File: src/core_pkg.sv
package core_pkg;

	typedef logic [31:0] word_t;      // data word or byte address
	typedef logic [4:0]  reg_addr_t;
	typedef logic [5:0]  opcode_t;    // instr[30:25]
	typedef logic [1:0]  imm_sel_t;
	typedef logic [2:0]  src2_sel_t;
	typedef logic [1:0]  wb_sel_t;
	typedef logic [2:0]  alu_op_t;

	localparam int MEM_ADDR_W = 8; // data memory word index, addr bits 9:2

	// major opcodes, anything else is a no-op
	localparam opcode_t OP_ADD  = 6'h00;
	localparam opcode_t OP_SUB  = 6'h01;
	localparam opcode_t OP_AND  = 6'h02;
	localparam opcode_t OP_XOR  = 6'h03;
	localparam opcode_t OP_OR   = 6'h04;
	localparam opcode_t OP_SLL  = 6'h05;
	localparam opcode_t OP_SLLI = 6'h08;
	localparam opcode_t OP_LWI  = 6'h12;
	localparam opcode_t OP_SWI  = 6'h16;
	localparam opcode_t OP_LW   = 6'h1a;
	localparam opcode_t OP_SW   = 6'h1b;
	localparam opcode_t OP_MOVI = 6'h22;
	localparam opcode_t OP_BEQ  = 6'h26;
	localparam opcode_t OP_BNE  = 6'h27;
	localparam opcode_t OP_ADDI = 6'h28;
	localparam opcode_t OP_ORI  = 6'h2c;

	localparam imm_sel_t IMM_5BIT_ZE  = 2'd0;
	localparam imm_sel_t IMM_15BIT_SE = 2'd1;
	localparam imm_sel_t IMM_15BIT_ZE = 2'd2;
	localparam imm_sel_t IMM_20BIT_SE = 2'd3;

	localparam src2_sel_t ALUSRC2_RBDATA = 3'd0;
	localparam src2_sel_t ALUSRC2_IMM    = 3'd1;
	localparam src2_sel_t ALUSRC2_LSWI   = 3'd2; // imm15 sign extended, word scaled
	localparam src2_sel_t ALUSRC2_LSW    = 3'd3; // rb << sub_op_sv
	localparam src2_sel_t ALUSRC2_BENX   = 3'd4; // rt, branch compare

	localparam wb_sel_t WRREG_ALURESULT = 2'd0;
	localparam wb_sel_t WRREG_IMMDATA   = 2'd1;
	localparam wb_sel_t WRREG_MEM       = 2'd2;

	localparam alu_op_t ALU_ADD = 3'd0;
	localparam alu_op_t ALU_SUB = 3'd1;
	localparam alu_op_t ALU_AND = 3'd2;
	localparam alu_op_t ALU_OR  = 3'd3;
	localparam alu_op_t ALU_XOR = 3'd4;
	localparam alu_op_t ALU_SLL = 3'd5;

endpackage

File: src/alu.sv
`timescale 1ns/1ps

module alu (
	input  core_pkg::alu_op_t op,
	input  core_pkg::word_t   a,
	input  core_pkg::word_t   b,
	output core_pkg::word_t   result,
	output logic              zero
);
	import core_pkg::*;

	logic [4:0] shamt;

	assign shamt = b[4:0];

	always_comb begin
		case (op)
			ALU_ADD: begin
				result = a + b;
			end
			ALU_SUB: begin
				result = a - b; // also the branch compare
			end
			ALU_AND: begin
				result = a & b;
			end
			ALU_OR: begin
				result = a | b;
			end
			ALU_XOR: begin
				result = a ^ b;
			end
			ALU_SLL: begin
				result = a << shamt;
			end
			default: begin
				result = '0;
			end
		endcase
	end

	assign zero = (result == '0);

endmodule

File: config.mk
export PLATFORM = sky130hd
export DESIGN_NAME = alu
export DESIGN_NICKNAME = d
export VERILOG_FILES = /design/src/core_pkg.sv /design/src/alu.sv
export SDC_FILE = /design/constraint.sdc
export NUM_CORES = 1
export LEC_CHECK = 0
export CAP_MARGIN = 0
export CORE_UTILIZATION = 60
export DETAILED_ROUTE_END_ITERATION = 7
export DONT_BUFFER_PORTS = 1
export PLACE_DENSITY = 0.76
export SKIP_LAST_GASP = 1
export SYNTH_ARGS = -nofsm -noshare
export SYNTH_HDL_FRONTEND = slang
export SYNTH_SLANG_ARGS = --single-unit
File: constraint.sdc
create_clock -name vclk -period 5.9
set_input_delay 0.295 -clock vclk [all_inputs]
set_output_delay 0.295 -clock vclk [all_outputs]
set_load 0.05 [all_outputs]
==> summary.md <==
| Metric | Value |
|---|---|
| Run status | `finished clean` |
| Post-CTS resize count | `0` |
| Final slew viol count | `0` |
| Num rows | `37` |
| First-pass GRT wire length | `37,400 um` |
| Die area | `11,200 um^2` |
| Max frequency | `0.184 GHz` |
| Setup repair bufs after CTS | `0` |
| Worst-Margin Slew | `976 ps` |
| Total GRT Usage | `42.7%` |
| Fillers | `973` |
| Fin. Hold Viols | `0` |
| Hold wc startpoint | `b[2]` |
| Worst vdd ir | `118 uV` |
| Die height | `106 um` |
| Ant diodes | `0` |
| Crit path launch type | `input pin` |
| Initial antenna violation count | `0` |
| Sequential fraction of the synthesis area | `0%` |
| LEAKAGE | `3.03 nW` |
| DRT antenna net count | `0` |
| FF+latch area | `0 um^2` |
| Tmin final | `5420 ps` |
| Multi-input gate area | `5890 um^2` |
| RD Place Congestion | `1.02` |
| Seq Cell Count | `0` |
| Top post-synthesis cells by area | `ha_1 19%, mux2i_1 6.8%, a21oi_1 5.1%` |
| CP max FO | `14` |
| Critical Path RT | `5610 ps` |
| Largest net degree at the start of global routing | `60` |
| Hold crit path type | `input pin to primary output` |
| Avg WL per Cell | `24.0 um` |
| Endpoint, Worst Hold | `result[2]` |
| Nets@finish | `1,047` |
| Vias post-DR | `7,298` |
| Max Cap Violations | `0` |
| Critical path class | `input pin to primary output` |
| Most frequent cells after synthesis | `97 x ha_1, 88 x nand2_1, 79 x inv_1` |
| Dpl hpwl | `19,000 um` |
| Vias per cell | `7.18` |
| DR pass1 iterations | `6` |
| # port buffers | `0` |
| RSZ-0062 raised after global routing | `no` |
| Total grt overflow | `0` |
| Count leader, synth | `ha_1` |
| DRT iter0 DRCs | `992` |
| Cts hold-fix bufs | `0` |
| Leading area contributor after synthesis | `ha_1` |
| Tcrit/Tclk final | `91.9%` |
| Post-route DRC | `0` |
| Yosys cell types | `84` |
| Hold depth | `2` |
| Post-Route WL | `24,300 um` |
| Chip width | `106 um` |
| Average size of a mapped cell | `7.15 um^2` |
| Area fraction of the dominant cell type after synthesis | `18.8%` |
| Mapped Area | `6440 um^2` |
| Crit. End Element | `primary output` |
| Overall power | `797 uW` |
| Synth-to-Final Area Change | `3.07%` |
| Clkbuf count | `0` |
| # IOs | `100` |
| Headroom to the max-slew limit | `34.5%` |
| Power per standard cell area | `120 nW/um^2` |
| Post-Syn Nets | `1,066` |
| Mapped Cells | `901` |
| Layout cells sized above 1 | `9.89%` |
| Initial Utilization | `62.2%` |
| Warnings from Yosys | `0` |
| Sum of negative setup slack | `0 ps` |
| Core footprint | `10,400 um^2` |
| # setup viols final | `0` |
| WP data arrival | `5130 ps` |
| Vias in the first global route | `6,791` |
-- layout by cell type, fill, tap and decap left out, types with 9 or more instances in the layout --
cell type	instances
o21ai_1	12
o211ai_1	9
inv_1	79
mux4_2	12
mux2i_1	44
mux2_2	11
a211oi_1	21
o21ai_0	55
a21oi_1	66
nand4_1	12
a21o_1	18
nor3_1	10
xnor2_1	35
ha_1	97
a221oi_1	12
nor2_1	66
buf_4	34
nand2b_1	9
nand3_1	19
nand2_1	88
-- layout make-up --
type,count,area share [%]
inverters,83,4.69
multi-input cells,762,88.6
well taps,136,2.56
repair buffers,35,4.14
-- routing by layer --
layer	track usage [%]	wire length [um]	vias up
met4	13.3	902	0
met5	0	0	-
met1	56.9	9990	3475
met2	67.6	10700	448
met3	9.96	2800	75
li1	-	-	3300
-- critical path: stages --
cell	delay, ps
or4_1	580
nor3_2	250
nand2_1	210
nor3_1	300
nand2_1	170
nor2_1	260
a41oi_1	170
xnor2_1	170
ha_1	410
a21o_1	170
o21ai_0	140
a211oi_1	270
a211oi_1	90
or4_1	510
a21oi_1	140
o211ai_1	150
nor4_1	300
nand4_1	190
nor2_4	170
buf_12	140
-- power breakdown --
group | internal (mW) | leakage, nW | switching (mW) | total, mW
Combinational | 0.285 | 3.03 | 0.512 | 0.797
Sequential | 0 | 0 | 0 | 0
Clock | 0 | 0 | 0 | 0
-- metrics by stage --
stage,hold slack [ps],instances,instance area (um^2),setup WS (ps),utilization [%]
final,840,1016,6640,476,64.1
after global routing,844,1016,6640,120,64.1
after floorplan,1060,901,6450,37.6,-
after detailed placement,844,1016,6640,412,64.0
after global placement,835,1016,6640,635,64.0
after CTS,844,1016,6640,391,64.0
-- cells by family (layout without fill, tap and decap cells) --
kind of cell               after synthesis  in the layout  share of synthesized area (%)
adders and majority gates               98             98                           19.1
buffers and inverters                  139            118                           9.22
AOI/OAI and AO/OA                      282            282                           29.6
xor gates and xnor gates                42             42                           5.82
and+or+nand+nor                        264            264                           20.1
muxes                                   76             76                           16.1
-- worst max-delay path by stage --
stage	start	to	slack [ps]	depth (start not counted)
after global routing	b[1]	zero	120	22
after floorplan	b[0]	zero	40	25
after global placement	b[3]	zero	630	20
after CTS	b[3]	zero	390	20
final	b[3]	zero	480	20
after detailed placement	b[3]	zero	410	20
No activity file was read; power rests on OpenSTA's default activity.
