File: src/core_pkg.sv
package core_pkg;

	typedef logic [31:0] word_t;      // data word or byte address
	typedef logic [4:0]  reg_addr_t;
	typedef logic [5:0]  opcode_t;    // instr[30:25]
	typedef logic [1:0]  imm_sel_t;
	typedef logic [2:0]  src2_sel_t;
	typedef logic [1:0]  wb_sel_t;
	typedef logic [2:0]  alu_op_t;

	localparam int MEM_ADDR_W = 8; // data memory word index, addr bits 9:2

	// major opcodes, anything else is a no-op
	localparam opcode_t OP_ADD  = 6'h00;
	localparam opcode_t OP_SUB  = 6'h01;
	localparam opcode_t OP_AND  = 6'h02;
	localparam opcode_t OP_XOR  = 6'h03;
	localparam opcode_t OP_OR   = 6'h04;
	localparam opcode_t OP_SLL  = 6'h05;
	localparam opcode_t OP_SLLI = 6'h08;
	localparam opcode_t OP_LWI  = 6'h12;
	localparam opcode_t OP_SWI  = 6'h16;
	localparam opcode_t OP_LW   = 6'h1a;
	localparam opcode_t OP_SW   = 6'h1b;
	localparam opcode_t OP_MOVI = 6'h22;
	localparam opcode_t OP_BEQ  = 6'h26;
	localparam opcode_t OP_BNE  = 6'h27;
	localparam opcode_t OP_ADDI = 6'h28;
	localparam opcode_t OP_ORI  = 6'h2c;

	localparam imm_sel_t IMM_5BIT_ZE  = 2'd0;
	localparam imm_sel_t IMM_15BIT_SE = 2'd1;
	localparam imm_sel_t IMM_15BIT_ZE = 2'd2;
	localparam imm_sel_t IMM_20BIT_SE = 2'd3;

	localparam src2_sel_t ALUSRC2_RBDATA = 3'd0;
	localparam src2_sel_t ALUSRC2_IMM    = 3'd1;
	localparam src2_sel_t ALUSRC2_LSWI   = 3'd2; // imm15 sign extended, word scaled
	localparam src2_sel_t ALUSRC2_LSW    = 3'd3; // rb << sub_op_sv
	localparam src2_sel_t ALUSRC2_BENX   = 3'd4; // rt, branch compare

	localparam wb_sel_t WRREG_ALURESULT = 2'd0;
	localparam wb_sel_t WRREG_IMMDATA   = 2'd1;
	localparam wb_sel_t WRREG_MEM       = 2'd2;

	localparam alu_op_t ALU_ADD = 3'd0;
	localparam alu_op_t ALU_SUB = 3'd1;
	localparam alu_op_t ALU_AND = 3'd2;
	localparam alu_op_t ALU_OR  = 3'd3;
	localparam alu_op_t ALU_XOR = 3'd4;
	localparam alu_op_t ALU_SLL = 3'd5;

endpackage

File: src/instr_decode.sv
`timescale 1ns/1ps

module instr_decode (
	input  core_pkg::word_t     instr,
	input  logic                instr_valid,
	output core_pkg::reg_addr_t ra_addr,
	output core_pkg::reg_addr_t rb_addr,
	output core_pkg::reg_addr_t rt_addr,
	output logic [4:0]          imm_5bit,
	output logic [14:0]         imm_15bit,
	output logic [19:0]         imm_20bit,
	output logic [1:0]          sub_op_sv,
	output core_pkg::imm_sel_t  select_imm_extend,
	output core_pkg::src2_sel_t select_alu_src2,
	output core_pkg::wb_sel_t   select_write_reg,
	output core_pkg::alu_op_t   alu_op,
	output logic                reg_we,
	output logic                mem_we,
	output logic                is_branch,
	output logic                branch_ne
);
	import core_pkg::*;

	opcode_t opcode;
	logic    reg_we_d;
	logic    mem_we_d;
	logic    branch_d;
	logic    branch_ne_d;

	assign opcode    = instr[30:25];
	assign rt_addr   = instr[24:20];
	assign ra_addr   = instr[19:15];
	assign rb_addr   = instr[14:10];
	assign sub_op_sv = instr[9:8];
	assign imm_5bit  = instr[14:10];
	assign imm_15bit = instr[14:0];
	assign imm_20bit = instr[19:0];

	always_comb begin
		select_imm_extend = IMM_15BIT_SE;
		select_alu_src2   = ALUSRC2_RBDATA;
		select_write_reg  = WRREG_ALURESULT;
		alu_op            = ALU_ADD;
		reg_we_d          = 1'b0;
		mem_we_d          = 1'b0;
		branch_d          = 1'b0;
		branch_ne_d       = 1'b0;

		case (opcode)
			OP_ADD: reg_we_d = 1'b1; // rt = ra op rb
			OP_SUB: begin
				alu_op   = ALU_SUB;
				reg_we_d = 1'b1;
			end
			OP_AND: begin
				alu_op   = ALU_AND;
				reg_we_d = 1'b1;
			end
			OP_OR: begin
				alu_op   = ALU_OR;
				reg_we_d = 1'b1;
			end
			OP_XOR: begin
				alu_op   = ALU_XOR;
				reg_we_d = 1'b1;
			end
			OP_SLL: begin
				alu_op   = ALU_SLL;
				reg_we_d = 1'b1;
			end
			OP_ADDI: begin
				select_alu_src2 = ALUSRC2_IMM;
				reg_we_d        = 1'b1;
			end
			OP_ORI: begin
				select_imm_extend = IMM_15BIT_ZE;
				select_alu_src2   = ALUSRC2_IMM;
				alu_op            = ALU_OR;
				reg_we_d          = 1'b1;
			end
			OP_SLLI: begin
				select_imm_extend = IMM_5BIT_ZE;
				select_alu_src2   = ALUSRC2_IMM;
				alu_op            = ALU_SLL;
				reg_we_d          = 1'b1;
			end
			OP_MOVI: begin
				select_imm_extend = IMM_20BIT_SE;
				select_alu_src2   = ALUSRC2_IMM;
				select_write_reg  = WRREG_IMMDATA; // bypasses the alu
				reg_we_d          = 1'b1;
			end
			OP_LWI: begin
				select_alu_src2  = ALUSRC2_LSWI;
				select_write_reg = WRREG_MEM;
				reg_we_d         = 1'b1;
			end
			OP_SWI: begin
				select_alu_src2 = ALUSRC2_LSWI;
				mem_we_d        = 1'b1;
			end
			OP_LW: begin
				select_alu_src2  = ALUSRC2_LSW;
				select_write_reg = WRREG_MEM;
				reg_we_d         = 1'b1;
			end
			OP_SW: begin
				select_alu_src2 = ALUSRC2_LSW;
				mem_we_d        = 1'b1;
			end
			OP_BEQ, OP_BNE: begin
				// ra - rt, outcome from the zero flag
				select_alu_src2 = ALUSRC2_BENX;
				alu_op          = ALU_SUB;
				branch_d        = 1'b1;
				branch_ne_d     = (opcode == OP_BNE);
			end
			default: ; // no-op
		endcase
	end

	assign reg_we    = instr_valid & reg_we_d;
	assign mem_we    = instr_valid & mem_we_d;
	assign is_branch = instr_valid & branch_d;
	assign branch_ne = instr_valid & branch_ne_d;

endmodule

File: config.mk
export PLATFORM = sky130hd
export DESIGN_NAME = instr_decode
export DESIGN_NICKNAME = d
export VERILOG_FILES = /design/src/core_pkg.sv /design/src/instr_decode.sv
export SDC_FILE = /design/constraint.sdc
export NUM_CORES = 1
export LEC_CHECK = 0
export ABC_CLOCK_PERIOD_IN_PS = 1050
export BUFFER_PORTS_ARGS = -buffer_cell sky130_fd_sc_hd__buf_2
export CAP_MARGIN = 40
export CELL_PAD_IN_SITES_DETAIL_PLACEMENT = 1
export CELL_PAD_IN_SITES_GLOBAL_PLACEMENT = 1
export CORE_UTILIZATION = 20
export DETAILED_ROUTE_END_ITERATION = 8
export PLACE_DENSITY = 0.95
export SYNTH_ARGS = -nofsm -noshare
export SYNTH_HDL_FRONTEND = slang
export SYNTH_SLANG_ARGS = --single-unit
File: constraint.sdc
create_clock -name vclk -period 1.05
set_input_delay 0.105 -clock vclk [all_inputs]
set_output_delay 0.105 -clock vclk [all_outputs]
set_load 0.01 [all_outputs]
==> metrics.md <==
| Metric | Value |
|---|---|
| GRT Util Overall | 8.13% |
| Syn. warnings | 0 |
| Initial Utilization | 21.3% |
| Commonest non-fill, non-tap cell in the layout | buf_4 |
| Worst slew margin | 80.8% |
| Final setup fails | 0 |
| Maximum vdd drop | 0.000164 V |
| Post-route ant nets | 0 |
| Clock Buffer Count | 0 |
| Via density | 3.98 |
| CP required | 0.94 ns |
| Library cells used by synthesis | 32 |
| Switch share | 47.1% |
| DRT Wirelength | 1.75 mm |
| Met3 GRT Util | 1.56% |
| Worst-Margin Slew | 0.285 ns |
| Max-cap violations | 0 |
| Hold Path Class | in2out |
| Clock power share | 0% |
| Startpoint types | input port |
| M2 GR Usage | 16.8% |
| Drt first-iter violations | 1 |
| Post-synthesis cell area | 797 µm² |
| NetSw | 0.126 mW |
| Comb pwr share | 100.0% |
| Top Usage Layer GRT | met2 |
| WL per Instance | 12.6 µm |
| Period utilization | 99.8% |
| Pleak | 0.369 nW |
| Die footprint | 0.00424 mm² |
| Most frequent cells in the layout | buf_4, buf_2, nor2_1 |
| Seq pwr share | 0% |
| Int Power | 0.141 mW |
| Final WS setup | 0.00252 ns |
| Share of layout cells above drive strength 1 | 62.6% |
| RSZ-0062 raised after global routing | true |
| Mapped Nets | 147 |
| Io pins | 104 |
| F_max | 955 MHz |
| Final hold vios | 0 |
| Die extent in y | 65.1 µm |
| Post-layout min period | 1.05 ns |
| Crit Path Max Fanout | 6 |
| Number of global-route vias before repair | 568 |
| First-pass GRT wire length | 2.77 mm |
| Met1 Resource Use GR | 8.44% |
| Ant. Diodes | 0 |
| Post-DP HPWL | 1.42 mm |
| Pins over their slew limit | 0 |
| DR vias | 553 |
| Setup bufs post-CTS | 0 |
| Post-Synthesis Cells | 114 |
| PortBufs | 21 |
| Sequential cell count | 0 |
| Hold EP | rt_addr[1] |
| DRT Pass-1 Iters | 2 |
| WHS Path Cells | 0 |
| Setup TNS | 0 ns |
| Register area share after synthesis | 0% |
| Initial antenna violation count | 0 |
| Post-placement setup slack | -0.103 ns |
| Pin count of the biggest net entering global routing | 9 |
| Row Count | 22 |
| Syn-to-layout area delta | -2.98% |
| Nets | 126 |
| CORE AREA | 0.00374 mm² |
| Hold path startpoint | instr[21] |
| Kind of critical path | in2out |
| Run status | completed |
| FF/Latch Area | 0 µm² |
| GPL Wtd Cong | 0.739 |
| Drt drc | 0 |
| CP arrival | 0.94 ns |
| Grt ovf | 0 |
| Worst setup EP type | output port |
| Power per cell area | 345 mW/mm² |
| Syn Area/Cell | 6.99 µm² |
| Chip width | 65.1 µm |
what timing repair did:
action	CTS	global route
gates resized for setup	17	17
setup endpoints to repair	9	10
hold endpoints to repair	0	0
pin swaps	4	5
hold buffers	0	0
cells by family (layout without fill, tap and decap cells):
kind of cell	count (synthesis)	count (layout)	synth area share [%]
AND/OR/NAND/NOR	31	31	23.4
AO/OA/AOI/OAI	13	13	10.8
multiplexers	1	1	1.26
buffers and inverters	67	44	62.3
XOR/XNOR	2	2	2.20
worst max path at each step:
stage | startpoint | end | depth (start not counted)
detailed placement | instr[28] | select_alu_src2[0] | 6
global route | instr[30] | select_alu_src2[0] | 6
global placement | instr[28] | select_write_reg[0] | 5
floorplan | instr[27] | branch_ne | 4
finish | instr[29] | reg_we | 6
CTS | instr[26] | select_alu_src2[0] | 6
power groups by stage:
stage,clock (mW),combinational [mW],sequential (mW)
2_1_floorplan,0,0.341,0
3_3_place_gp,0,0.198,0
3_5_place_dp,0,0.207,0
4_1_cts,0,0.234,0
5_1_grt,0,0.290,0
6_report,0,0.266,0
cell type report:
cell class	instances	area (µm²)
multi-input combinational	47	384
inverter	3	13.8
tap	48	60.1
fill	477	2970
timing repair buffer	41	315
critical path, stage by stage:
cell	delay, ns
buf_4	0.14
buf_4	0.15
a211oi_2	0.21
a31oi_1	0.06
o21ai_1	0.12
buf_2	0.15
Yosys cell counts (all sizes together) (2+ instances only):
library cell | instances | share of area (%)
nor2 | 6 | 2.8
nor3 | 4 | 2.5
nor2b | 2 | 1.6
a211oi | 2 | 1.9
nand2 | 4 | 2.2
nand2b | 5 | 3.9
nor4 | 2 | 3.5
and3 | 3 | 2.4
a31oi | 2 | 1.6
o21ai | 3 | 1.9
inv | 3 | 1.7
buf | 64 | 61
layer usage:
metal  vias up  wire [µm]
li1        272          -
met3         4        149
met2        22        975
met5         -          0
met4         0          6
met1       255        612
stage by stage:
stage	power [mW]	hold slack (ns)	utilization [%]	cell area (µm²)	instances
2_1_floorplan	0.341	0.244	-	797	114
3_3_place_gp	0.198	0.210	16.8	629	139
3_5_place_dp	0.207	0.210	16.8	629	139
4_1_cts	0.234	0.210	18.5	692	139
5_1_grt	0.290	0.210	20.7	773	139
6_report	0.266	0.210	20.7	773	139
Power figures use the tool's default switching activity.
