File: src/core_pkg.sv
package core_pkg;

	typedef logic [31:0] word_t;      // data word or byte address
	typedef logic [4:0]  reg_addr_t;
	typedef logic [5:0]  opcode_t;    // instr[30:25]
	typedef logic [1:0]  imm_sel_t;
	typedef logic [2:0]  src2_sel_t;
	typedef logic [1:0]  wb_sel_t;
	typedef logic [2:0]  alu_op_t;

	localparam int MEM_ADDR_W = 8; // data memory word index, addr bits 9:2

	// major opcodes, anything else is a no-op
	localparam opcode_t OP_ADD  = 6'h00;
	localparam opcode_t OP_SUB  = 6'h01;
	localparam opcode_t OP_AND  = 6'h02;
	localparam opcode_t OP_XOR  = 6'h03;
	localparam opcode_t OP_OR   = 6'h04;
	localparam opcode_t OP_SLL  = 6'h05;
	localparam opcode_t OP_SLLI = 6'h08;
	localparam opcode_t OP_LWI  = 6'h12;
	localparam opcode_t OP_SWI  = 6'h16;
	localparam opcode_t OP_LW   = 6'h1a;
	localparam opcode_t OP_SW   = 6'h1b;
	localparam opcode_t OP_MOVI = 6'h22;
	localparam opcode_t OP_BEQ  = 6'h26;
	localparam opcode_t OP_BNE  = 6'h27;
	localparam opcode_t OP_ADDI = 6'h28;
	localparam opcode_t OP_ORI  = 6'h2c;

	localparam imm_sel_t IMM_5BIT_ZE  = 2'd0;
	localparam imm_sel_t IMM_15BIT_SE = 2'd1;
	localparam imm_sel_t IMM_15BIT_ZE = 2'd2;
	localparam imm_sel_t IMM_20BIT_SE = 2'd3;

	localparam src2_sel_t ALUSRC2_RBDATA = 3'd0;
	localparam src2_sel_t ALUSRC2_IMM    = 3'd1;
	localparam src2_sel_t ALUSRC2_LSWI   = 3'd2; // imm15 sign extended, word scaled
	localparam src2_sel_t ALUSRC2_LSW    = 3'd3; // rb << sub_op_sv
	localparam src2_sel_t ALUSRC2_BENX   = 3'd4; // rt, branch compare

	localparam wb_sel_t WRREG_ALURESULT = 2'd0;
	localparam wb_sel_t WRREG_IMMDATA   = 2'd1;
	localparam wb_sel_t WRREG_MEM       = 2'd2;

	localparam alu_op_t ALU_ADD = 3'd0;
	localparam alu_op_t ALU_SUB = 3'd1;
	localparam alu_op_t ALU_AND = 3'd2;
	localparam alu_op_t ALU_OR  = 3'd3;
	localparam alu_op_t ALU_XOR = 3'd4;
	localparam alu_op_t ALU_SLL = 3'd5;

endpackage

File: src/operand_muxes.sv
`timescale 1ns/1ps

module operand_muxes (
	input  logic [1:0]          sub_op_sv,
	input  core_pkg::word_t     reg_rb_data,
	input  core_pkg::word_t     reg_rt_data,
	input  core_pkg::word_t     mem_read_data,
	input  core_pkg::word_t     alu_output,
	input  logic [4:0]          imm_5bit,
	input  logic [14:0]         imm_15bit,
	input  logic [19:0]         imm_20bit,
	input  core_pkg::src2_sel_t select_alu_src2,
	input  core_pkg::imm_sel_t  select_imm_extend,
	input  core_pkg::wb_sel_t   select_write_reg,
	output core_pkg::word_t     alu_src2,
	output core_pkg::word_t     write_reg_data
);
	import core_pkg::*;

	word_t imm_extend;

	always_comb begin
		case (select_imm_extend)
			IMM_5BIT_ZE:  imm_extend = {27'd0, imm_5bit};
			IMM_15BIT_SE: imm_extend = {{17{imm_15bit[14]}}, imm_15bit};
			IMM_15BIT_ZE: imm_extend = {17'd0, imm_15bit};
			IMM_20BIT_SE: imm_extend = {{12{imm_20bit[19]}}, imm_20bit};
			default:      imm_extend = '0;
		endcase
	end

	always_comb begin
		case (select_alu_src2)
			ALUSRC2_RBDATA: begin
				alu_src2 = reg_rb_data;
			end
			ALUSRC2_IMM: begin
				alu_src2 = imm_extend;
			end
			ALUSRC2_LSWI: begin
				alu_src2 = {{15{imm_15bit[14]}}, imm_15bit, 2'b00}; // word offset
			end
			ALUSRC2_LSW: begin
				alu_src2 = reg_rb_data << sub_op_sv; // scaled index
			end
			ALUSRC2_BENX: begin
				alu_src2 = reg_rt_data;
			end
			default: begin
				alu_src2 = '0;
			end
		endcase
	end

	// movi data comes straight from the operand mux
	always_comb begin
		case (select_write_reg)
			WRREG_ALURESULT: write_reg_data = alu_output;
			WRREG_IMMDATA:   write_reg_data = alu_src2;
			WRREG_MEM:       write_reg_data = mem_read_data;
			default:         write_reg_data = '0;
		endcase
	end

endmodule

File: config.mk
export PLATFORM = sky130hd
export DESIGN_NAME = operand_muxes
export DESIGN_NICKNAME = d
export VERILOG_FILES = /design/src/core_pkg.sv /design/src/operand_muxes.sv
export SDC_FILE = /design/constraint.sdc
export NUM_CORES = 1
export LEC_CHECK = 0
export ABC_AREA = 1
export BUFFER_PORTS_ARGS = -buffer_cell sky130_fd_sc_hd__buf_2
export CORE_AREA = 2 2 94 96
export DETAILED_ROUTE_END_ITERATION = 8
export DIE_AREA = 0 0 96 98
export PLACE_DENSITY = 0.72
export SLEW_MARGIN = 20
export SYNTH_ARGS = -nofsm -noshare
export SYNTH_HDL_FRONTEND = slang
export SYNTH_SLANG_ARGS = --single-unit
File: constraint.sdc
create_clock -name vclk -period 1.7
set_input_delay 0.255 -clock vclk [all_inputs]
set_output_delay 0.255 -clock vclk [all_outputs]
set_load 0.01 [all_outputs]
==> results of run 1 <==
cell type report:
cell class	instances	area (um^2)	area share, %
inverter	62	245	5.32
timing repair buffer	290	1790	38.7
multi-input combinational	520	2450	53.0
tap	108	135	2.93
repair_timing:
action,4_1_cts,5_1_grt
pin swaps,0,11
gates cloned,0,3
setup endpoints to repair,6,39
buffers inserted,0,5
resized for setup,2,59
critical path, delay by kind of cell:
kind / cells / cell delay (ns)
simple gates: 6 / 0.52
buf+inv: 5 / 0.61
final timing paths:
check             cells past startpoint                 end
hold / removal                        4  write_reg_data[11]
setup / recovery                     11  write_reg_data[21]
logic make-up (layout without fill, tap and decap cells):
group | count (synthesis) | count (layout) | synth area share, %
buffers and inverters | 100 | 352 | 16.3
AOI/OAI and AO/OA | 62 | 62 | 15.2
and+or+nand+nor | 458 | 458 | 68.5
cells in the final DEF (no fill, tap or decap), types with 8 or more instances in the layout:
master / synthesis / final
a22o_1: 21 / 21
buf_12: 0 / 9
buf_2: 14 / 237
buf_4: 5 / 32
buf_6: 6 / 8
inv_1: 58 / 55
nand2_1: 286 / 280
nand3_1: 98 / 92
nand3_2: 6 / 12
nor2_1: 57 / 50
o211ai_1: 12 / 12
o21ai_0: 25 / 14
o21ai_1: 1 / 10
power by group:
| group | internal, W | leakage [nW] | switching, W |
|---|---|---|---|
| logic | 0.000556 | 2.89 | 0.000676 |
| clock network | 0 | 0 | 0 |
| registers | 0 | 0 | 0 |
routing by layer:
metal  vias to the layer above  wire length (um)  share of wire (%)
met2                       281              6480                 48
met3                        28              1290                9.6
met4                         0               336                2.5
li1                       2490                 -                  -
met1                      2078              5300                 40
met5                         -                 0                  0
stage by stage:
stage	hold slack, ns	util (%)	TNS (ns)	setup slack, ns	cells
final	0.809	54.5	0	0.0360	980
after CTS	0.811	51.3	-0.0774	-0.0260	972
after floorplan	0.655	-	0	0.167	620
after global routing	0.834	54.5	-0.173	-0.0326	980
after detailed placement	0.811	51.2	-0.0543	-0.0327	972
after global placement	0.805	51.2	-0.0411	-0.0190	972
synth_stat cells (all sizes together):
cell type	instances
nand2	288
nand3	104
inv	62
nor2	59
o21ai	28
buf	25
a22o	21
clkbuf	13
o211ai	12
nand4	4
nand3b	2
a21oi	1
nor3	1
==> flow_results.xml, run 1 <==
<?xml version="1.0" encoding="UTF-8"?>
<metrics>
  <group name="floorplan">
    <metric name="initial_utilization" unit="%">33.2</metric>
    <metric name="row_count" unit="">34</metric>
    <metric name="num_io_pins" unit="">241</metric>
    <metric name="dieWidth" unit="um">96</metric>
    <metric name="fp.dieH" unit="um">98</metric>
    <metric name="core_area" unit="um^2">8470</metric>
    <metric name="die_area" unit="um^2">9410</metric>
  </group>
  <group name="worst_setup_path">
    <metric name="critical-path-slowest-cell" unit="">clkbuf_16</metric>
    <metric name="crit_start" unit="">select_alu_src2[2]</metric>
    <metric name="timing.critical_path.cells" unit="">buf_6, inv_4, nand2_4, nor2_4, buf_12, clkbuf_16, nand3_1, nand2_1, nand2_1, nand3_1, buf_2</metric>
    <metric name="setup.worst_path.end_class" unit="">output pin</metric>
    <metric name="crit_path_max_incr_delay" unit="ns">0.15</metric>
    <metric name="worst_ep_required_time" unit="ns">1.44</metric>
    <metric name="cp.arrival" unit="ns">1.41</metric>
    <metric name="criticalPathCategory" unit="">in2out</metric>
    <metric name="critical_path_peak_fanout" unit="">10</metric>
    <metric name="worst_setup_path_start_kind" unit="">primary input</metric>
  </group>
  <group name="synthesis">
    <metric name="syn_area" unit="um^2">2810</metric>
    <metric name="synth-warning-count" unit="">0</metric>
    <metric name="yosys.area.top_type" unit="">nand2_1</metric>
    <metric name="synth_sequential_area_ratio" unit="%">0</metric>
    <metric name="yosysUniqueCellTypes" unit="">21</metric>
    <metric name="synth_area_leaders" unit="">nand2_1, nand3_1, inv_1</metric>
    <metric name="synth.net_count" unit="">797</metric>
    <metric name="syn_avg_cell_area" unit="um^2">4.53</metric>
    <metric name="synth.top_cell.area_share" unit="%">38.3</metric>
    <metric name="synthesis.instances" unit="">620</metric>
  </group>
  <group name="global_route">
    <metric name="groute.usage.overall" unit="%">25.9</metric>
    <metric name="globalRouteOverflowTotal" unit="">0</metric>
    <metric name="globalRouteMet3Util" unit="%">2.93</metric>
    <metric name="vias_in_the_first_global_route" unit="">4255</metric>
    <metric name="globalRouteMet2Util" unit="%">47.0</metric>
    <metric name="busiest_layer" unit="">met2</metric>
    <metric name="pin_count_of_the_biggest_net_entering_global_routing" unit="">33</metric>
    <metric name="grt.met1_usage" unit="%">32.2</metric>
    <metric name="grt_pass1_wl" unit="mm">19.9</metric>
    <metric name="antenna_found_initial" unit="">0</metric>
  </group>
  <group name="cells_and_area">
    <metric name="clkbuf_count" unit="">0</metric>
    <metric name="area_growth" unit="%">64.4</metric>
    <metric name="layout-drive-gt1-share" unit="%">38.0</metric>
    <metric name="fillerInstances" unit="">937</metric>
    <metric name="layout.cell_area.non_filler" unit="um^2">4610</metric>
    <metric name="num_antenna_cells" unit="">0</metric>
    <metric name="fin_nets" unit="">1051</metric>
    <metric name="seq_area" unit="um^2">0</metric>
    <metric name="layout.sequential_cells" unit="">0</metric>
  </group>
  <group name="timing">
    <metric name="rsz0062_at_grt" unit="">yes</metric>
    <metric name="timing.max_slew.rel_slack" unit="%">79.9</metric>
    <metric name="timing.final.crit_share" unit="%">97.9</metric>
    <metric name="hold_viol_final" unit="">0</metric>
    <metric name="finalSetupViolations" unit="">0</metric>
    <metric name="fmaxAchievable" unit="MHz">601</metric>
    <metric name="post_layout_minimum_cycle_time" unit="ns">1.66</metric>
    <metric name="slew_violations" unit="">0</metric>
    <metric name="tightest_slew" unit="ns">0.298</metric>
  </group>
  <group name="power_and_ir_drop">
    <metric name="totalPowerFinal" unit="W">0.00123</metric>
    <metric name="power_leakage" unit="nW">2.89</metric>
    <metric name="ir_drop" unit="uV">144</metric>
    <metric name="power.density_cell_area" unit="nW/um^2">267</metric>
  </group>
  <group name="drt">
    <metric name="detailroute.via_count" unit="">4877</metric>
    <metric name="drt_pre_antenna_iters" unit="">5</metric>
    <metric name="routed_wl" unit="mm">13.4</metric>
    <metric name="vias_per_cell" unit="">4.98</metric>
    <metric name="ant_nets" unit="">0</metric>
    <metric name="residual_drc_count" unit="">0</metric>
    <metric name="route.detailed.wl_per_inst" unit="um">13.7</metric>
    <metric name="number_of_drc_markers_in_iteration_0" unit="">248</metric>
  </group>
  <group name="placement">
    <metric name="place.port_buffers" unit="">241</metric>
    <metric name="dpl_wire_length" unit="mm">10.9</metric>
    <metric name="globalplace.congestion" unit="">0.939</metric>
    <metric name="post_dp_cell_area" unit="um^2">4340</metric>
  </group>
  <group name="job">
    <metric name="maxCapViolCount" unit="">0</metric>
  </group>
  <group name="min_path">
    <metric name="hold_path_startpoint" unit="">mem_read_data[11]</metric>
    <metric name="holdCritPathClass" unit="">in2out</metric>
  </group>
  <group name="clock_network">
    <metric name="cts_hold_repair.buffers" unit="">0</metric>
  </group>
  <group name="status">
    <metric name="status" unit="">completed</metric>
  </group>
</metrics>
No activity file was read; power rests on OpenSTA's default activity.
==> run 2, diff against run 1 <==
--- a/config.mk
+++ b/config.mk
@@ -10,7 +10,7 @@
 export CORE_AREA = 2 2 94 96
 export DETAILED_ROUTE_END_ITERATION = 8
 export DIE_AREA = 0 0 96 98
-export PLACE_DENSITY = 0.72
+export PLACE_DENSITY = 0.78
 export SLEW_MARGIN = 20
 export SYNTH_ARGS = -nofsm -noshare
 export SYNTH_HDL_FRONTEND = slang
==> flow_results.xml, run 2 (synthesis results as in run 1) <==
<?xml version="1.0" encoding="UTF-8"?>
<metrics>
  <group name="drt">
    <metric name="ant_nets" unit="">0</metric>
    <metric name="residual_drc_count" unit="">0</metric>
    <metric name="number_of_drc_markers_in_iteration_0" unit="">303</metric>
    <metric name="route.detailed.wl_per_inst" unit="um">14.9</metric>
    <metric name="drt_pre_antenna_iters" unit="">5</metric>
    <metric name="vias_per_cell" unit="">5.18</metric>
    <metric name="routed_wl" unit="mm">14.7</metric>
    <metric name="detailroute.via_count" unit="">5108</metric>
  </group>
  <group name="worst_setup_path">
    <metric name="worst_setup_path_start_kind" unit="">primary input</metric>
    <metric name="setup.worst_path.end_class" unit="">output pin</metric>
    <metric name="crit_path_max_incr_delay" unit="ns">0.17</metric>
    <metric name="criticalPathCategory" unit="">in2out</metric>
    <metric name="cp.arrival" unit="ns">1.43</metric>
    <metric name="timing.critical_path.cells" unit="">buf_6, inv_8, nand2_4, nor2_4, buf_6, buf_12, nand2_1, nand2_1, nor2_1, nand3_1, nand2_1, nand2_1, buf_2</metric>
    <metric name="worst_ep_required_time" unit="ns">1.44</metric>
    <metric name="timing.critical_path.mode_cell" unit="">nand2_1</metric>
    <metric name="critical_path_peak_fanout" unit="">5</metric>
    <metric name="critical-path-top-delay-family" unit="">simple AND/OR/NAND/NOR gates</metric>
    <metric name="timing.critical_path.buf_inv" unit="">5</metric>
    <metric name="critical-path-slowest-cell" unit="">nor2_4</metric>
    <metric name="critical_path_cell_count" unit="">13</metric>
  </group>
  <group name="power_and_ir_drop">
    <metric name="power.share.combinational" unit="%">100.0</metric>
    <metric name="netSwitchingPower" unit="W">0.000727</metric>
    <metric name="totalPowerFinal" unit="W">0.00132</metric>
    <metric name="fraction_of_power_spent_switching_nets" unit="%">55.0</metric>
    <metric name="power_leakage" unit="nW">2.98</metric>
    <metric name="clockPowerShare" unit="%">0</metric>
    <metric name="internal_power" unit="W">0.000595</metric>
    <metric name="power.density_cell_area" unit="nW/um^2">271</metric>
    <metric name="ir_drop" unit="uV">118</metric>
    <metric name="seq_power_share" unit="%">0</metric>
  </group>
  <group name="status">
    <metric name="status" unit="">completed</metric>
  </group>
  <group name="global_route">
    <metric name="grt.met1_usage" unit="%">31.3</metric>
    <metric name="groute.usage.overall" unit="%">27.2</metric>
    <metric name="globalRouteOverflowTotal" unit="">0</metric>
    <metric name="vias_in_the_first_global_route" unit="">4470</metric>
    <metric name="busiest_layer" unit="">met2</metric>
    <metric name="pin_count_of_the_biggest_net_entering_global_routing" unit="">20</metric>
    <metric name="globalRouteMet2Util" unit="%">49.0</metric>
    <metric name="grt_pass1_wl" unit="mm">20.8</metric>
    <metric name="antenna_found_initial" unit="">0</metric>
    <metric name="globalRouteMet3Util" unit="%">4.86</metric>
  </group>
  <group name="floorplan">
    <metric name="fp.dieH" unit="um">98</metric>
    <metric name="initial_utilization" unit="%">33.2</metric>
    <metric name="dieWidth" unit="um">96</metric>
    <metric name="core_area" unit="um^2">8470</metric>
    <metric name="num_io_pins" unit="">241</metric>
    <metric name="row_count" unit="">34</metric>
    <metric name="die_area" unit="um^2">9410</metric>
  </group>
  <group name="timing">
    <metric name="setup-tns-final" unit="ns">0</metric>
    <metric name="tightest_slew" unit="ns">0.272</metric>
    <metric name="post_layout_minimum_cycle_time" unit="ns">1.69</metric>
    <metric name="finalSetupViolations" unit="">0</metric>
    <metric name="hold_viol_final" unit="">0</metric>
    <metric name="slew_violations" unit="">0</metric>
    <metric name="timing.max_slew.rel_slack" unit="%">81.7</metric>
    <metric name="timing.final.crit_share" unit="%">99.4</metric>
    <metric name="fmaxAchievable" unit="MHz">592</metric>
    <metric name="rsz0062_at_grt" unit="">yes</metric>
  </group>
  <group name="min_path">
    <metric name="hold_path_startpoint" unit="">alu_output[30]</metric>
    <metric name="holdCritPathClass" unit="">in2out</metric>
    <metric name="worst_hold_path.endpoint" unit="">write_reg_data[30]</metric>
    <metric name="hold_depth" unit="">4</metric>
  </group>
  <group name="cells_and_area">
    <metric name="layout-drive-gt1-share" unit="%">42.7</metric>
    <metric name="num_antenna_cells" unit="">0</metric>
    <metric name="layout.sequential_cells" unit="">0</metric>
    <metric name="fin_nets" unit="">1057</metric>
    <metric name="area_growth" unit="%">73.7</metric>
    <metric name="mostFrequentLayoutCells" unit="">nand2_1, buf_2, nand3_1, inv_1, nor2_1</metric>
    <metric name="layout.cell_area.non_filler" unit="um^2">4880</metric>
    <metric name="clkbuf_count" unit="">0</metric>
    <metric name="leading_cell_type_in_the_layout_fill_and_taps_excluded" unit="">nand2_1</metric>
    <metric name="seq_area" unit="um^2">0</metric>
  </group>
  <group name="job">
    <metric name="maxCapViolCount" unit="">0</metric>
  </group>
  <group name="placement">
    <metric name="place.port_buffers" unit="">241</metric>
    <metric name="globalplace.congestion" unit="">0.967</metric>
    <metric name="post_dp_cell_area" unit="um^2">4280</metric>
    <metric name="dpl_wire_length" unit="mm">11.3</metric>
  </group>
  <group name="clock_network">
    <metric name="cts_hold_repair.buffers" unit="">0</metric>
  </group>
</metrics>
-- run 2: cell types whose count changed in the layout (fill, tap and decap cells not counted), sizes merged --
cell    change
clkbuf      -1
buf         +7
-- run 2: tightest hold or removal path: stages --
cell and delay (ns):
buf_2 0.07, nand2_1 0.05, nand3_2 0.07, buf_6 0.09
-- run 2: area by class of cell --
type                            count  area [um^2]
Fill cell                         861         3590
Multi-Input combinational cell    520         2610
Timing Repair Buffer              296         1880
Inverter                           62          258
Tap cell                          108          135
-- run 2: what timing repair did --
item                       4_1_cts  5_1_grt
pin swaps                        4       30
resized for setup               17      111
gates cloned                     2        2
buffers inserted                 4       10
setup endpoints to repair       26       40
-- run 2: worst max path at each step --
stage                     slack [ns]            startpoint                  to
after global routing           -0.05          sub_op_sv[0]  write_reg_data[19]
after floorplan                 0.17    select_alu_src2[1]   write_reg_data[7]
final                           0.01    select_alu_src2[2]   write_reg_data[2]
after CTS                     0.0008  select_imm_extend[1]   write_reg_data[1]
after detailed placement       -0.16  select_imm_extend[1]   write_reg_data[0]
after global placement          -0.1  select_imm_extend[1]  write_reg_data[11]
-- run 2: per-layer routing --
| layer | part of all wire, % | vias to the layer above |
|---|---|---|
| li1 | - | 2500 |
| met1 | 36 | 2218 |
| met2 | 48 | 321 |
| met3 | 11 | 69 |
| met4 | 4.8 | 0 |
| met5 | 0 | - |
-- run 2: per-stage QoR --
| stage | util (%) | hold WS [ns] | setup WS [ns] | std cells |
|---|---|---|---|---|
| after global placement | 50.6 | 0.805 | -0.0954 | 968 |
| after CTS | 52.2 | 0.808 | 0.000816 | 974 |
| after detailed placement | 50.6 | 0.808 | -0.162 | 968 |
| after floorplan | - | 0.655 | 0.167 | 620 |
| after global routing | 57.6 | 0.824 | -0.0485 | 986 |
| final | 57.6 | 0.803 | 0.0102 | 986 |
-- run 2: power by group through the flow --
stage,Combinational (W),Clock [W],Sequential (W)
floorplan,0.000597,0,0
global placement,0.00113,0,0
detailed placement,0.00114,0,0
CTS,0.00117,0,0
global route,0.00144,0,0
finish,0.00132,0,0
==> run 3, diff against run 2 <==
--- a/config.mk
+++ b/config.mk
@@ -7,10 +7,10 @@
 export LEC_CHECK = 0
 export ABC_AREA = 1
 export BUFFER_PORTS_ARGS = -buffer_cell sky130_fd_sc_hd__buf_2
-export CORE_AREA = 2 2 94 96
+export CORE_AREA = 2 2 93 95
 export DETAILED_ROUTE_END_ITERATION = 8
-export DIE_AREA = 0 0 96 98
-export PLACE_DENSITY = 0.78
+export DIE_AREA = 0 0 95 97
+export PLACE_DENSITY = 0.82
 export SLEW_MARGIN = 20
 export SYNTH_ARGS = -nofsm -noshare
 export SYNTH_HDL_FRONTEND = slang
==> constraint.sdc (replaced) <==
create_clock -name vclk -period 1.4
set_input_delay 0.21 -clock vclk [all_inputs]
set_output_delay 0.21 -clock vclk [all_outputs]
set_load 0.01 [all_outputs]
==> flow_results.xml, run 3 (synthesis results as in run 1) <==
<?xml version="1.0" encoding="UTF-8"?>
<metrics>
  <group name="timing">
    <metric name="tightest_slew" unit="ns">0.345</metric>
    <metric name="timing.max_slew.rel_slack" unit="%">76.8</metric>
    <metric name="hold_ws" unit="ns">0.717</metric>
    <metric name="final.setup.worst_slack" unit="ns">-0.270</metric>
    <metric name="slew_violations" unit="">0</metric>
    <metric name="hold_viol_final" unit="">0</metric>
    <metric name="timing.final.crit_share" unit="%">119</metric>
    <metric name="rsz0062_at_grt" unit="">yes</metric>
    <metric name="fmaxAchievable" unit="MHz">599</metric>
    <metric name="finalSetupViolations" unit="">62</metric>
    <metric name="post_layout_minimum_cycle_time" unit="ns">1.67</metric>
  </group>
  <group name="worst_setup_path">
    <metric name="setup.worst_path.end_class" unit="">output pin</metric>
    <metric name="timing.critical_path.buf_inv" unit="">4</metric>
    <metric name="timing.critical_path.cells" unit="">buf_6, buf_4, o21ai_0, nand2_1, nand3_1, nand2_1, buf_4, buf_6</metric>
    <metric name="worst_setup_path_start_kind" unit="">primary input</metric>
    <metric name="worst_ep_required_time" unit="ns">1.19</metric>
    <metric name="criticalPathCategory" unit="">in2out</metric>
    <metric name="cp.arrival" unit="ns">1.46</metric>
    <metric name="critical-path-slowest-cell" unit="">o21ai_0</metric>
    <metric name="crit_path_max_incr_delay" unit="ns">0.33</metric>
    <metric name="critical-path-top-delay-family" unit="">buffers and inverters</metric>
    <metric name="critical_path_peak_fanout" unit="">21</metric>
  </group>
  <group name="clock_network">
    <metric name="cts_hold_repair.buffers" unit="">0</metric>
  </group>
  <group name="power_and_ir_drop">
    <metric name="power.density_cell_area" unit="nW/um^2">352</metric>
    <metric name="totalPowerFinal" unit="W">0.00209</metric>
    <metric name="power_leakage" unit="nW">3.43</metric>
    <metric name="ir_drop" unit="uV">217</metric>
  </group>
  <group name="floorplan">
    <metric name="dieWidth" unit="um">95</metric>
    <metric name="core_area" unit="um^2">8130</metric>
    <metric name="die_area" unit="um^2">9220</metric>
    <metric name="num_io_pins" unit="">241</metric>
    <metric name="fp.dieH" unit="um">97</metric>
    <metric name="row_count" unit="">33</metric>
    <metric name="initial_utilization" unit="%">34.5</metric>
  </group>
  <group name="cells_and_area">
    <metric name="layout.cell_area.non_filler" unit="um^2">5950</metric>
    <metric name="area_growth" unit="%">112</metric>
    <metric name="non_filler_cells_in_the_finished_layout" unit="">1020</metric>
    <metric name="clkbuf_count" unit="">0</metric>
    <metric name="fin_nets" unit="">1092</metric>
    <metric name="layout-drive-gt1-share" unit="%">52.4</metric>
    <metric name="multiInputGateArea" unit="um^2">2990</metric>
    <metric name="mostFrequentLayoutCells" unit="">nand2_1, buf_2, nand3_1, buf_6, inv_1</metric>
    <metric name="leading_cell_type_in_the_layout_fill_and_taps_excluded" unit="">nand2_1</metric>
    <metric name="seq_area" unit="um^2">0</metric>
    <metric name="layout.sequential_cells" unit="">0</metric>
    <metric name="fillerInstances" unit="">615</metric>
  </group>
  <group name="placement">
    <metric name="globalplace.congestion" unit="">0.933</metric>
    <metric name="place.port_buffers" unit="">241</metric>
    <metric name="dpl_wire_length" unit="mm">11.7</metric>
    <metric name="dp.cells" unit="">985</metric>
    <metric name="post_dp_cell_area" unit="um^2">4480</metric>
  </group>
  <group name="drt">
    <metric name="residual_drc_count" unit="">0</metric>
    <metric name="route.detailed.wl_per_inst" unit="um">17.7</metric>
    <metric name="ant_nets" unit="">0</metric>
    <metric name="number_of_drc_markers_in_iteration_0" unit="">682</metric>
    <metric name="vias_per_cell" unit="">5.62</metric>
    <metric name="routed_wl" unit="mm">18.1</metric>
    <metric name="detailroute.via_count" unit="">5736</metric>
    <metric name="drt_pre_antenna_iters" unit="">7</metric>
  </group>
  <group name="global_route">
    <metric name="grt_pass1_wl" unit="mm">24.7</metric>
    <metric name="vias_in_the_first_global_route" unit="">5172</metric>
    <metric name="antenna_found_initial" unit="">2</metric>
    <metric name="groute.usage.overall" unit="%">33.1</metric>
    <metric name="pin_count_of_the_biggest_net_entering_global_routing" unit="">22</metric>
    <metric name="globalRouteOverflowTotal" unit="">0</metric>
  </group>
  <group name="min_path">
    <metric name="holdCritPathClass" unit="">in2out</metric>
    <metric name="hold_path_startpoint" unit="">alu_output[9]</metric>
    <metric name="hold_depth" unit="">4</metric>
    <metric name="worst_hold_path.endpoint" unit="">write_reg_data[9]</metric>
  </group>
  <group name="status">
    <metric name="status" unit="">finished, violations left</metric>
    <metric name="failing_checks" unit="">setup timing</metric>
  </group>
  <group name="job">
    <metric name="maxCapViolCount" unit="">0</metric>
  </group>
</metrics>
[run 3: per-layer routing]
metal / up-vias / part of all wire (%) / track usage (%)
met2: 498 / 47 / 55.9
met3: 145 / 11 / 4.36
met4: 0 / 7.4 / 13.7
met1: 2515 / 34 / 41.8
li1: 2578 / - / -
met5: - / 0 / 0
[run 3: worst max path at each step]
stage                         end  cells after the start                 start  slack (ns)
2_1_floorplan  write_reg_data[11]                      9  select_imm_extend[0]      -0.009
3_3_place_gp    write_reg_data[9]                     10    select_alu_src2[2]       -0.29
3_5_place_dp    write_reg_data[9]                     10    select_alu_src2[2]       -0.30
4_1_cts        write_reg_data[27]                     13    select_alu_src2[1]       -0.18
5_1_grt        write_reg_data[23]                     10          sub_op_sv[0]       -0.34
6_report             alu_src2[24]                      8          sub_op_sv[0]       -0.27
[run 3: cell type report]
class              instances  share of cell area [%]
multi-input cells        520                    50.3
repair buffers           329                    42.5
inverters                 62                    4.46
well taps                105                    2.21
repair inverters           2                   0.421
diodes                     2                  0.0842
[run 3: where the power goes]
group	switching, W	leakage [nW]	internal [W]	total (W)
registers	0	0	0	0
clock network	0	0.0000127	0.000000000191	0.000000000191
logic	0.00110	3.43	0.000995	0.00209
total	0.00110	3.43	0.000995	0.00209
[run 3: through the flow]
step	setup WS (ns)	setup TNS (ns)	util (%)
2_1_floorplan	-0.00942	-0.00942	-
3_3_place_gp	-0.293	-10.16	55.1
3_5_place_dp	-0.300	-11.34	55.1
4_1_cts	-0.180	-5.09	65.8
5_1_grt	-0.338	-12.21	73.1
6_report	-0.270	-9.43	73.1
[run 3: what timing repair did]
| item | 4_1_cts | 5_1_grt |
|---|---|---|
| pin swaps | 47 | 66 |
| gates cloned | 8 | 2 |
| setup endpoints to repair | 64 | 64 |
| resized for setup | 161 | 122 |
| setup buffers | 12 | 12 |
